`src/hdl/core_macros.svh`:
```
`ifndef CORE_MACROS_SVH
`define CORE_MACROS_SVH

// register and data path width
`define CORE_XLEN 32

// default instruction FIFO entries
`define CORE_FIFO_DEPTH 4

// address of the first fetch after reset
`define CORE_RESET_PC 32'h0000_0000

`endif

```
`src/hdl/core_pkg.sv`:
```
`include "core_macros.svh"

package core_pkg;

    // ======================================
    // fetch to execute
    // ======================================

    // one fetched word and the address it came from
    typedef struct packed {
        logic [`CORE_XLEN-1:0] pc;
        logic [`CORE_XLEN-1:0] instr;
    } fetch_pkt_t;

    // ======================================
    // execute
    // ======================================

    typedef enum logic [3:0] {
        ALU_ADD    = 4'd0,
        ALU_SUB    = 4'd1,
        ALU_AND    = 4'd2,
        ALU_OR     = 4'd3,
        ALU_XOR    = 4'd4,
        ALU_SLT    = 4'd5,
        ALU_SLL    = 4'd6,
        ALU_SRL    = 4'd7,
        // lui, result is operand b
        ALU_PASS_B = 4'd8
    } alu_op_e;

    // retired instruction as seen on the commit port
    typedef struct packed {
        logic [`CORE_XLEN-1:0] pc;
        logic [`CORE_XLEN-1:0] instr;
        logic [4:0]            rd;
        logic [`CORE_XLEN-1:0] wdata;
        logic                  we;
        logic                  illegal;
    } commit_t;

endpackage

```
`src/hdl/core_top.sv`:
```
`include "core_macros.svh"

module core_top (
    input  logic                  clk,
    input  logic                  resetn,
    input  logic [`CORE_XLEN-1:0] imem_data_i,
    output logic                  imem_req_o,
    output logic [`CORE_XLEN-1:0] imem_addr_o,
    output logic                  commit_valid_o,
    output core_pkg::commit_t     commit_o
);

    import core_pkg::*;

    // fetch to fifo
    logic                  fifo_room;
    logic                  fifo_push;
    fetch_pkt_t            fifo_push_pkt;
    // fifo to execute
    fetch_pkt_t            fifo_head;
    logic                  fifo_not_empty;
    logic                  fifo_pop;
    // register file
    logic [4:0]            rf_raddr1;
    logic [4:0]            rf_raddr2;
    logic [`CORE_XLEN-1:0] rf_rdata1;
    logic [`CORE_XLEN-1:0] rf_rdata2;
    logic                  rf_we;
    logic [4:0]            rf_waddr;
    logic [`CORE_XLEN-1:0] rf_wdata;

    fetch_unit u_fetch (
        .clk         (clk),
        .resetn      (resetn),
        .room_i      (fifo_room),
        .imem_data_i (imem_data_i),
        .imem_req_o  (imem_req_o),
        .imem_addr_o (imem_addr_o),
        .push_o      (fifo_push),
        .pkt_o       (fifo_push_pkt)
    );

    instr_fifo #(
        .DEPTH (`CORE_FIFO_DEPTH)
    ) u_fifo (
        .clk         (clk),
        .resetn      (resetn),
        .push_i      (fifo_push),
        .pkt_i       (fifo_push_pkt),
        .pop_i       (fifo_pop),
        .head_o      (fifo_head),
        .not_empty_o (fifo_not_empty),
        .room_o      (fifo_room)
    );

    exec_unit u_exec (
        .clk            (clk),
        .resetn         (resetn),
        .head_i         (fifo_head),
        .not_empty_i    (fifo_not_empty),
        .rdata1_i       (rf_rdata1),
        .rdata2_i       (rf_rdata2),
        .pop_o          (fifo_pop),
        .raddr1_o       (rf_raddr1),
        .raddr2_o       (rf_raddr2),
        .we_o           (rf_we),
        .waddr_o        (rf_waddr),
        .wdata_o        (rf_wdata),
        .commit_valid_o (commit_valid_o),
        .commit_o       (commit_o)
    );

    regfile u_regfile (
        .clk      (clk),
        .resetn   (resetn),
        .raddr1_i (rf_raddr1),
        .raddr2_i (rf_raddr2),
        .we_i     (rf_we),
        .waddr_i  (rf_waddr),
        .wdata_i  (rf_wdata),
        .rdata1_o (rf_rdata1),
        .rdata2_o (rf_rdata2)
    );

endmodule

```
`src/hdl/exec_unit.sv`:
```
`include "core_macros.svh"

module exec_unit (
    input  logic                  clk,
    input  logic                  resetn,
    input  core_pkg::fetch_pkt_t  head_i,
    input  logic                  not_empty_i,
    input  logic [`CORE_XLEN-1:0] rdata1_i,
    input  logic [`CORE_XLEN-1:0] rdata2_i,
    output logic                  pop_o,
    output logic [4:0]            raddr1_o,
    output logic [4:0]            raddr2_o,
    output logic                  we_o,
    output logic [4:0]            waddr_o,
    output logic [`CORE_XLEN-1:0] wdata_o,
    output logic                  commit_valid_o,
    output core_pkg::commit_t     commit_o
);

    import core_pkg::*;

    localparam logic [6:0] OPC_OP     = 7'b0110011;
    localparam logic [6:0] OPC_OP_IMM = 7'b0010011;
    localparam logic [6:0] OPC_LUI    = 7'b0110111;
    localparam int         SHAMT_W    = $clog2(`CORE_XLEN);

    logic [`CORE_XLEN-1:0] instr;
    logic [6:0]            opcode;
    logic [2:0]            funct3;
    logic [6:0]            funct7;
    logic [4:0]            rd;
    logic [4:0]            rs1;
    logic [4:0]            rs2;

    alu_op_e               alu_op;
    logic                  use_imm;
    logic                  illegal;
    logic [`CORE_XLEN-1:0] imm;

    logic [`CORE_XLEN-1:0] op_a;
    logic [`CORE_XLEN-1:0] rs2_val;
    logic [`CORE_XLEN-1:0] op_b;
    logic [`CORE_XLEN-1:0] alu_res;

    commit_t               wb_d;
    commit_t               wb_q;
    logic                  valid_q;

    // never stalls, bypass covers every dependence
    assign pop_o = not_empty_i;

    // ======================================
    // decode
    // ======================================

    assign instr  = head_i.instr;
    assign opcode = instr[6:0];
    assign rd     = instr[11:7];
    assign funct3 = instr[14:12];
    assign rs1    = instr[19:15];
    assign rs2    = instr[24:20];
    assign funct7 = instr[31:25];

    always_comb begin
        alu_op  = ALU_ADD;
        use_imm = 1'b0;
        illegal = 1'b0;
        imm     = {{(`CORE_XLEN - 12){instr[31]}}, instr[31:20]};
        case (opcode)
            OPC_OP: begin
                if (funct7 == 7'b0000000) begin
                    case (funct3)
                        3'b000:  alu_op = ALU_ADD;
                        3'b001:  alu_op = ALU_SLL;
                        3'b010:  alu_op = ALU_SLT;
                        3'b100:  alu_op = ALU_XOR;
                        3'b101:  alu_op = ALU_SRL;
                        3'b110:  alu_op = ALU_OR;
                        3'b111:  alu_op = ALU_AND;
                        default: illegal = 1'b1;
                    endcase
                end else if (funct7 == 7'b0100000 && funct3 == 3'b000) begin
                    alu_op = ALU_SUB;
                end else begin
                    illegal = 1'b1;
                end
            end
            OPC_OP_IMM: begin
                use_imm = 1'b1;
                // no immediate shifts or sltiu
                case (funct3)
                    3'b000:  alu_op = ALU_ADD;
                    3'b010:  alu_op = ALU_SLT;
                    3'b100:  alu_op = ALU_XOR;
                    3'b110:  alu_op = ALU_OR;
                    3'b111:  alu_op = ALU_AND;
                    default: illegal = 1'b1;
                endcase
            end
            OPC_LUI: begin
                alu_op  = ALU_PASS_B;
                use_imm = 1'b1;
                imm     = {instr[31:12], 12'b0};
            end
            default: illegal = 1'b1;
        endcase
    end

    // ======================================
    // operands and alu
    // ======================================

    assign raddr1_o = rs1;
    assign raddr2_o = rs2;

    // we_o already excludes x0
    assign op_a    = (we_o && waddr_o == rs1) ? wdata_o : rdata1_i;
    assign rs2_val = (we_o && waddr_o == rs2) ? wdata_o : rdata2_i;
    assign op_b    = use_imm ? imm : rs2_val;

    always_comb begin
        case (alu_op)
            ALU_ADD:    alu_res = op_a + op_b;
            ALU_SUB:    alu_res = op_a - op_b;
            ALU_AND:    alu_res = op_a & op_b;
            ALU_OR:     alu_res = op_a | op_b;
            ALU_XOR:    alu_res = op_a ^ op_b;
            ALU_SLT:    alu_res = {{(`CORE_XLEN - 1){1'b0}}, $signed(op_a) < $signed(op_b)};
            ALU_SLL:    alu_res = op_a << op_b[SHAMT_W-1:0];
            ALU_SRL:    alu_res = op_a >> op_b[SHAMT_W-1:0];
            ALU_PASS_B: alu_res = op_b;
            default:    alu_res = '0;
        endcase
    end

    // ======================================
    // writeback and commit
    // ======================================

    always_comb begin
        wb_d.pc      = head_i.pc;
        wb_d.instr   = instr;
        wb_d.rd      = rd;
        wb_d.wdata   = illegal ? '0 : alu_res;
        wb_d.we      = !illegal && (rd != 5'd0);
        wb_d.illegal = illegal;
    end

    always_ff @(posedge clk) begin
        if (!resetn) begin
            valid_q <= 1'b0;
        end else begin
            valid_q <= pop_o;
        end
    end

    always_ff @(posedge clk) begin
        if (pop_o) begin
            wb_q <= wb_d;
        end
    end

    // register write lands at the end of the commit cycle
    assign we_o           = valid_q & wb_q.we;
    assign waddr_o        = wb_q.rd;
    assign wdata_o        = wb_q.wdata;
    assign commit_valid_o = valid_q;
    assign commit_o       = wb_q;

endmodule

```
`src/hdl/fetch_unit.sv`:
```
`include "core_macros.svh"

module fetch_unit (
    input  logic                  clk,
    input  logic                  resetn,
    input  logic                  room_i,
    input  logic [`CORE_XLEN-1:0] imem_data_i,
    output logic                  imem_req_o,
    output logic [`CORE_XLEN-1:0] imem_addr_o,
    output logic                  push_o,
    output core_pkg::fetch_pkt_t  pkt_o
);

    localparam logic [`CORE_XLEN-1:0] INSTR_BYTES = 4;

    // high from the first cycle after reset is released
    logic                  run_q;
    logic [`CORE_XLEN-1:0] pc_q;
    // request sent last cycle, word arrives now
    logic                  pend_q;
    logic [`CORE_XLEN-1:0] pend_addr_q;

    // ======================================
    // request side
    // ======================================

    // room_i guarantees space for this request and the one in flight
    assign imem_req_o  = run_q & room_i;
    assign imem_addr_o = pc_q;

    always_ff @(posedge clk) begin
        if (!resetn) begin
            run_q  <= 1'b0;
            pc_q   <= `CORE_RESET_PC;
            pend_q <= 1'b0;
        end else begin
            run_q  <= 1'b1;
            pend_q <= imem_req_o;
            if (imem_req_o) begin
                pc_q <= pc_q + INSTR_BYTES;
            end
        end
    end

    always_ff @(posedge clk) begin
        if (imem_req_o) begin
            pend_addr_q <= pc_q;
        end
    end

    // ======================================
    // push side
    // ======================================

    // memory answers one cycle after the request
    assign push_o      = pend_q;
    assign pkt_o.pc    = pend_addr_q;
    assign pkt_o.instr = imem_data_i;

endmodule

```
`src/hdl/instr_fifo.sv`:
```
`include "core_macros.svh"

module instr_fifo #(
    parameter int DEPTH = `CORE_FIFO_DEPTH
) (
    input  logic                 clk,
    input  logic                 resetn,
    input  logic                 push_i,
    input  core_pkg::fetch_pkt_t pkt_i,
    input  logic                 pop_i,
    output core_pkg::fetch_pkt_t head_o,
    output logic                 not_empty_o,
    output logic                 room_o
);

    import core_pkg::*;

    localparam int PTR_W = $clog2(DEPTH);
    localparam int CNT_W = $clog2(DEPTH + 1);

    fetch_pkt_t       mem_q [DEPTH];
    logic [PTR_W-1:0] wr_ptr_q;
    logic [PTR_W-1:0] rd_ptr_q;
    logic [CNT_W-1:0] count_q;

    // wrap explicitly, depth need not be a power of two
    function automatic logic [PTR_W-1:0] ptr_inc(input logic [PTR_W-1:0] ptr);
        if (ptr == PTR_W'(DEPTH - 1)) begin
            return '0;
        end
        return ptr + 1'b1;
    endfunction

    // ======================================
    // pointers and occupancy
    // ======================================

    always_ff @(posedge clk) begin
        if (!resetn) begin
            wr_ptr_q <= '0;
            rd_ptr_q <= '0;
            count_q  <= '0;
        end else begin
            if (push_i) begin
                wr_ptr_q <= ptr_inc(wr_ptr_q);
            end
            if (pop_i) begin
                rd_ptr_q <= ptr_inc(rd_ptr_q);
            end
            case ({push_i, pop_i})
                2'b10:   count_q <= count_q + 1'b1;
                2'b01:   count_q <= count_q - 1'b1;
                default: count_q <= count_q;
            endcase
        end
    end

    // storage
    always_ff @(posedge clk) begin
        if (push_i) begin
            mem_q[wr_ptr_q] <= pkt_i;
        end
    end

    assign head_o      = mem_q[rd_ptr_q];
    assign not_empty_o = (count_q != '0);
    // two free slots, one for a request already in flight
    assign room_o      = (count_q <= CNT_W'(DEPTH - 2));

endmodule

```
`src/hdl/regfile.sv`:
```
`include "core_macros.svh"

module regfile (
    input  logic                  clk,
    input  logic                  resetn,
    input  logic [4:0]            raddr1_i,
    input  logic [4:0]            raddr2_i,
    input  logic                  we_i,
    input  logic [4:0]            waddr_i,
    input  logic [`CORE_XLEN-1:0] wdata_i,
    output logic [`CORE_XLEN-1:0] rdata1_o,
    output logic [`CORE_XLEN-1:0] rdata2_o
);

    logic [`CORE_XLEN-1:0] regs_q [32];

    always_ff @(posedge clk) begin
        if (!resetn) begin
            for (int i = 0; i < 32; i++) begin
                regs_q[i] <= '0;
            end
        end else if (we_i && (waddr_i != 5'd0)) begin
            regs_q[waddr_i] <= wdata_i;
        end
    end

    // x0 reads zero
    assign rdata1_o = (raddr1_i == 5'd0) ? '0 : regs_q[raddr1_i];
    assign rdata2_o = (raddr2_i == 5'd0) ? '0 : regs_q[raddr2_i];

endmodule

```
`config.mk`:
```
export PLATFORM = sky130hd
export DESIGN_NAME = core_top
export DESIGN_NICKNAME = d
export VERILOG_FILES = /design/src/hdl/core_pkg.sv /design/src/hdl/core_top.sv /design/src/hdl/exec_unit.sv /design/src/hdl/fetch_unit.sv /design/src/hdl/instr_fifo.sv /design/src/hdl/regfile.sv
export VERILOG_INCLUDE_DIRS = /design/src /design/src/hdl
export SDC_FILE = /design/constraint.sdc
export NUM_CORES = 2
export LEC_CHECK = 0
export BUFFER_PORTS_ARGS = -buffer_cell sky130_fd_sc_hd__buf_4
export CAP_MARGIN = 20
export CORE_MARGIN = 4
export CORE_UTILIZATION = 64
export DETAILED_ROUTE_END_ITERATION = 16
export PLACE_DENSITY = 0.81
export RECOVER_POWER = 100
export SLEW_MARGIN = 20
export SYNTH_ARGS = -nofsm -noshare
export SYNTH_HDL_FRONTEND = slang
export SYNTH_SLANG_ARGS = --single-unit
export TNS_END_PERCENT = 100
```
`constraint.sdc`:
```
create_clock -name clk -period 9.4 [get_ports clk]
set_input_delay 0.47 -clock clk [delete_from_list [all_inputs] [get_ports clk]]
set_output_delay 0.47 -clock clk [all_outputs]
set_load 0.05 [all_outputs]
```
Word-level counts from Yosys, hierarchy flattened. Memories as Yosys holds them, arrays and structs flattened. A register that Yosys moved wholly into a read port is not among the register bits. Cells that the tools add are included. Widths: inputs -> output; s select.

Flip-flop bits (word level): 177. Memory bits (writable): 1280. Bits of input ports: 34. Output and inout bits: 137. Word-level logic and storage cells: 116. Memories: 2.

Add/sub/neg operators: 7. Magnitude comparators: 2. Equal/unequal tests: 24. Shifts and indexed selects: 2. Multiplexer cells: 41. Bitwise gates (word level): 5. Reductions and logical operators: 19.

Memories: u_regfile.regs_q (words 32, width 32, rd ports 2, clocked after memory_dff 0, wr ports 32, line regfile.sv:15) `` logic [`CORE_XLEN-1:0] regs_q [32]; ``; u_fifo.mem_q (words 4, width 64, rd ports 1, clocked after memory_dff 1, wr ports 1, line instr_fifo.sv:21) `fetch_pkt_t mem_q [DEPTH];`.

Operators by type and width (count): $pmux 32 s9 (1); $mux 32 (6); $add 32x3->32 const B (1); $add 32x32->32 (1); $and 32x32->32 (1); $lt 32x32->1 (1); $or 32x32->32 (1); $reduce_or 32->1 (1); $shl 32x5->32 (1); $shr 32x5->32 (1); $sub 32x32->32 (1); $xor 32x32->32 (1); $mux 31 (1); $eq 7x6->1 const B (3); $mux 1 (20); $pmux 3 s6 (1); $eq 4x3->1 const B (4); $eq 3x3->1 const B (4); $mux 2 (6); $pmux 3 s4 (1); $pmux 4 s3 (1); $eq 5x5->1 (2); $logic_not 5->1 (2); $reduce_bool 5->1 (2); 27 further kinds (36).

Depth between registers and ports, before layout.
Word-level depth: 7. Mapped depth: 31. Mapped depth without buffers: 26.

Cells and area by module. A second synthesis with hierarchy kept.

Cells, all modules: 5743. Area total of the unflattened synthesis: 80332.0 µm².

By module, submodules not included: regfile (times used 1, cells each 3509, area each 54204.5 µm², seq. area each 30749.5 µm²); exec_unit (times used 1, cells each 1613, area each 13665.6 µm², seq. area each 2962.8 µm²); instr_fifo (times used 1, cells each 381, area each 9774.4 µm², seq. area each 7867.5 µm²); fetch_unit (times used 1, cells each 240, area each 2687.6 µm², seq. area each 1541.5 µm²).

Worst setup path after synthesis. Ideal clock, no wire load.

Kind: register to register. From: reg (tool-made name). To: reg u_exec.wb_q, in the netlist u_exec.wdata_o[30], data pin. Library setup time: 0.270 ns. Data arrival time: 6.774 ns. Required time: 9.130 ns. Slack: 2.356 ns. Cell stages (with the launch flop): 32. Path buffers: 8. Clock period less this slack: 7.044 ns. Cell sequence: dfxtp_1 -> buf_6 -> mux2_2 -> inv_4 -> buf_6 -> buf_4 -> buf_4 -> buf_4 -> buf_2 -> buf_2 -> mux4_2 -> mux2i_1 -> a21oi_1 -> a21oi_1 -> nor2_1 -> a21oi_1 -> nor2_1 -> a21o_1 -> ha_1 -> clkbuf_1 -> inv_1 -> o311ai_0 -> nor4_1 -> o31ai_1 -> a2111oi_0 -> o31ai_1 -> o41ai_1 -> o21bai_1 -> a21oi_1 -> mux2i_1 -> a2111oi_2 -> a21oi_1.

RTL lines: end signal: assignment (line exec_unit.sv:159) `wb_q <= wb_d;`; end: declaration (line exec_unit.sv:46) `commit_t wb_q;`.

==> results.json <==
{
  "async_flop_share_pct": 0,
  "io_pins": 171,
  "status": "finished with violations",
  "syn_to_final_growth_pct": 8.77,
  "first_global_vias": 57325,
  "maxCapViolCount": 103,
  "worstSetupPathType": "flip-flop to flip-flop",
  "p_switching_uw": 15600,
  "synth_warnings": 0,
  "clk_latency_ns": 0.84,
  "stdcell_area_um2": 87200,
  "postCtsSetupBuffers": 0,
  "die_h_um": 362,
  "first_pass_iters": 14,
  "netlist_area_um2": 80200,
  "setup_violations": 0,
  "synth-adder-area-share_pct": 1.79,
  "nNetsFinal": 6473,
  "worstPathRequired_ns": 10.00,
  "hp-class": "input pin to flip-flop",
  "ir_worst_vdd_uv": 326,
  "drive_gt1_share_pct": 11.4,
  "fin_crit_sh_pct": 94.0,
  "power.share.clock_pct": 18.2,
  "die_x_um": 362,
  "cts_root_buf": "clkbuf_16",
  "p_seq_share_pct": 24.9,
  "synthFlopType": "edfxtp_1",
  "die-area_um2": 131000,
  "yosys.area_share.simple_pct": 12.9,
  "core_area_um2": 124000,
  "port-buffer-count": 166,
  "yosysMostFrequentCell": "edfxtp_1",
  "synth_area_leaders": "edfxtp_1 52%, mux2i_1 12%, mux4_2 8.1%, and2_1 6.9%, nand2_1 2.3%",
  "tns_ns": 0,
  "place.gp.congestion": 1.10,
  "max_freq_ghz": 0.113,
  "drt_first_iter_violations": 8712,
  "synth-edff-count": 1398,
  "cts_buffer_depth": 3,
  "synthCells": 6325,
  "drc": 0,
  "postRouteAntennaNets": 0,
  "synth_top_cell_area_share_pct": 52.4,
  "end_kind": "flip-flop",
  "synth-seq-area-share_pct": 53.4,
  "synthDistinctLibCells": 97,
  "fillers": 8407,
  "hold_ws_ns": 0.482,
  "synth_top_family_by_area": "multiplexers",
  "switching_share_pct": 48.0,
  "cts_sinks": 1440,
  "comb_power_share_pct": 56.9,
  "routed-via-count": 57797,
  "antenna_found_initial": 10,
  "path_clk_slew_ns": 0.06,
  "synthMuxAreaShare_pct": 20.2,
  "cts_tree": "built",
  "drv_slew": 3544,
  "power.internal_uw": 16900,
  "grt_max_degree": 118,
  "hpwl_um": 165000,
  "power_density_nw_per_um2": 373,
  "viasPerCell": 7.15,
  "cts_made_buffers": 150,
  "synthXorXnorAreaFrac_pct": 0.599,
  "grt_pass1_wl_um": 388000,
  "wl_um": 267000,
  "start_kind": "flip-flop",
  "cts_resized": 0,
  "crit_path_max_fanout": 41,
  "leakagePower_uw": 0.0324,
  "grt_overflow_total": 0,
  "num_rows": 129,
  "hold_viol_final": 0,
  "wl_per_cell_um": 33.0,
  "fin_util_pct": 70.3,
  "rsz0062_at_grt": "no",
  "synth_common_cells": "1398 x edfxtp_1, 939 x mux2i_1, 888 x and2_1",
  "finalCriticalPeriod_ns": 8.83,
  "synth_seq_cells": 1440,
  "cts_htree_levels": 4,
  "cts_hold_buf": 32,
  "crit_arrival_ns": 9.44,
  "skew_ns": 0.0688,
  "max-slew-margin-rel_pct": -229,
  "start_util_pct": 64.6,
  "tightestPinTransition_ns": 4.93,
  "synth.avg_cell_area_um2": 12.7,
  "synth_area_leader_cell": "edfxtp_1",
  "placed_cell_area_um2": 83200,
  "track_usage_pct": 40.4,
  "synth_compound_area_share_pct": 7.23,
  "violations": "max-capacitance violations, max-slew violations"
}
## power groups by stage
stage	sequential (uW)	clock [uW]	combinational, uW
after floorplan	8840	0	11300
after CTS	8050	5930	18000
after global routing	8140	6210	19100
after detailed placement	8170	0	17900
final	8100	5930	18500
after global placement	8140	0	17800
## final timing paths
kind                                                       start                               end  slack, ns  cells after the start
worst max register to register                         flip-flop  u_exec.wdata_o[29]$_SDFFCE_PN0N_       0.57                     23
worst max-delay path                                   flip-flop  u_exec.wdata_o[29]$_SDFFCE_PN0N_       0.57                     23
worst min register to register  u_fetch.pend_addr_q[2]$_DFFE_PP_     u_fifo.mem_q[3][34]$_DFFE_PP_       0.49                      0
worst min-delay path                              imem_data_i[1]      u_fifo.mem_q[3][1]$_DFFE_PP_       0.48                      2
## cells in the final DEF (no fill, tap or decap), types with 150 or more instances in the layout
cell	n
and2_1	333
nor2_1	208
mux2i_1	939
a21oi_1	233
clkbuf_1	246
edfxtp_1	1398
and2_0	555
nand2_1	486
clkbuf_16	150
mux4_2	288
nor3_1	155
## stage by stage
step	cells	setup WS, ns	power, uW
floorplan	6360	2.36	20100
finish	8085	0.565	32500
detailed placement	7775	1.28	26100
global route	8079	0.381	33500
global placement	7775	1.15	25900
CTS	8075	1.23	32000
## kinds of logic after synthesis
group	count (synthesis)
AOI/OAI and AO/OA	820
DFF	1440
xor gates and xnor gates	54
muxes	1253
other	1
and+or+nand+nor	1974
adders and majority gates	113
buffers and inverters	670
## cell type report
type                    instances  area, um^2  share of cell area (%)
repair buffers                371        2320                    2.66
clock buffers                 186        3900                    4.47
inverters                     113         449                   0.515
well taps                    1637        2050                    2.35
clock inverters                82         997                    1.14
flip-flops and latches       1440       42800                    49.1
multi-input cells            4250       34700                    39.7
diodes                          6        15.0                  0.0172
## sequential cells by signal, summed over array words and instances, names as in the netlist, named ones only
| name | cells |
|---|---|
| u_exec.commit_o | 60 |
| u_exec.commit_valid_o | 1 |
| u_exec.waddr_o | 4 |
| u_exec.wdata_o | 32 |
| u_fetch.imem_addr_o | 30 |
| u_fetch.pend_addr_q | 30 |
| u_fetch.push_o | 1 |
| u_fetch.run_q | 1 |
| u_fifo.count_q | 3 |
| u_fifo.mem_q | 248 |
| u_fifo.rd_ptr_q | 2 |
| u_fifo.wr_ptr_q | 2 |
| u_regfile.regs_q | 1024 |
## worst max-delay path: stages (launching register included)
cell,delay [ns]
dfxtp_4,0.71
mux4_2,1.27
buf_12,0.35
buf_4,0.45
clkbuf_2,0.74
mux4_2,0.34
mux2i_1,0.07
nand2_1,0.09
nand3_1,0.08
a21oi_1,0.27
a211oi_1,0.08
a21oi_1,0.63
ha_1,0.38
inv_1,0.09
a21o_1,0.16
a21oi_1,0.18
nand3_1,0.09
o32ai_1,0.56
o31ai_1,0.34
and4b_1,0.33
o41ai_1,0.46
xnor2_1,0.13
or4_1,0.42
a41oi_1,0.22
## layer usage
| layer | vias up | track usage [%] | share of wire [%] |
|---|---|---|---|
| met2 | 4528 | 60.0 | 44 |
| met4 | 12 | 23.9 | 7.3 |
| met1 | 28546 | 53.6 | 36 |
| met3 | 990 | 11.3 | 13 |
| li1 | 23721 | - | - |
| met5 | - | 0 | 0.033 |
(Power assumes the default switching activity.)
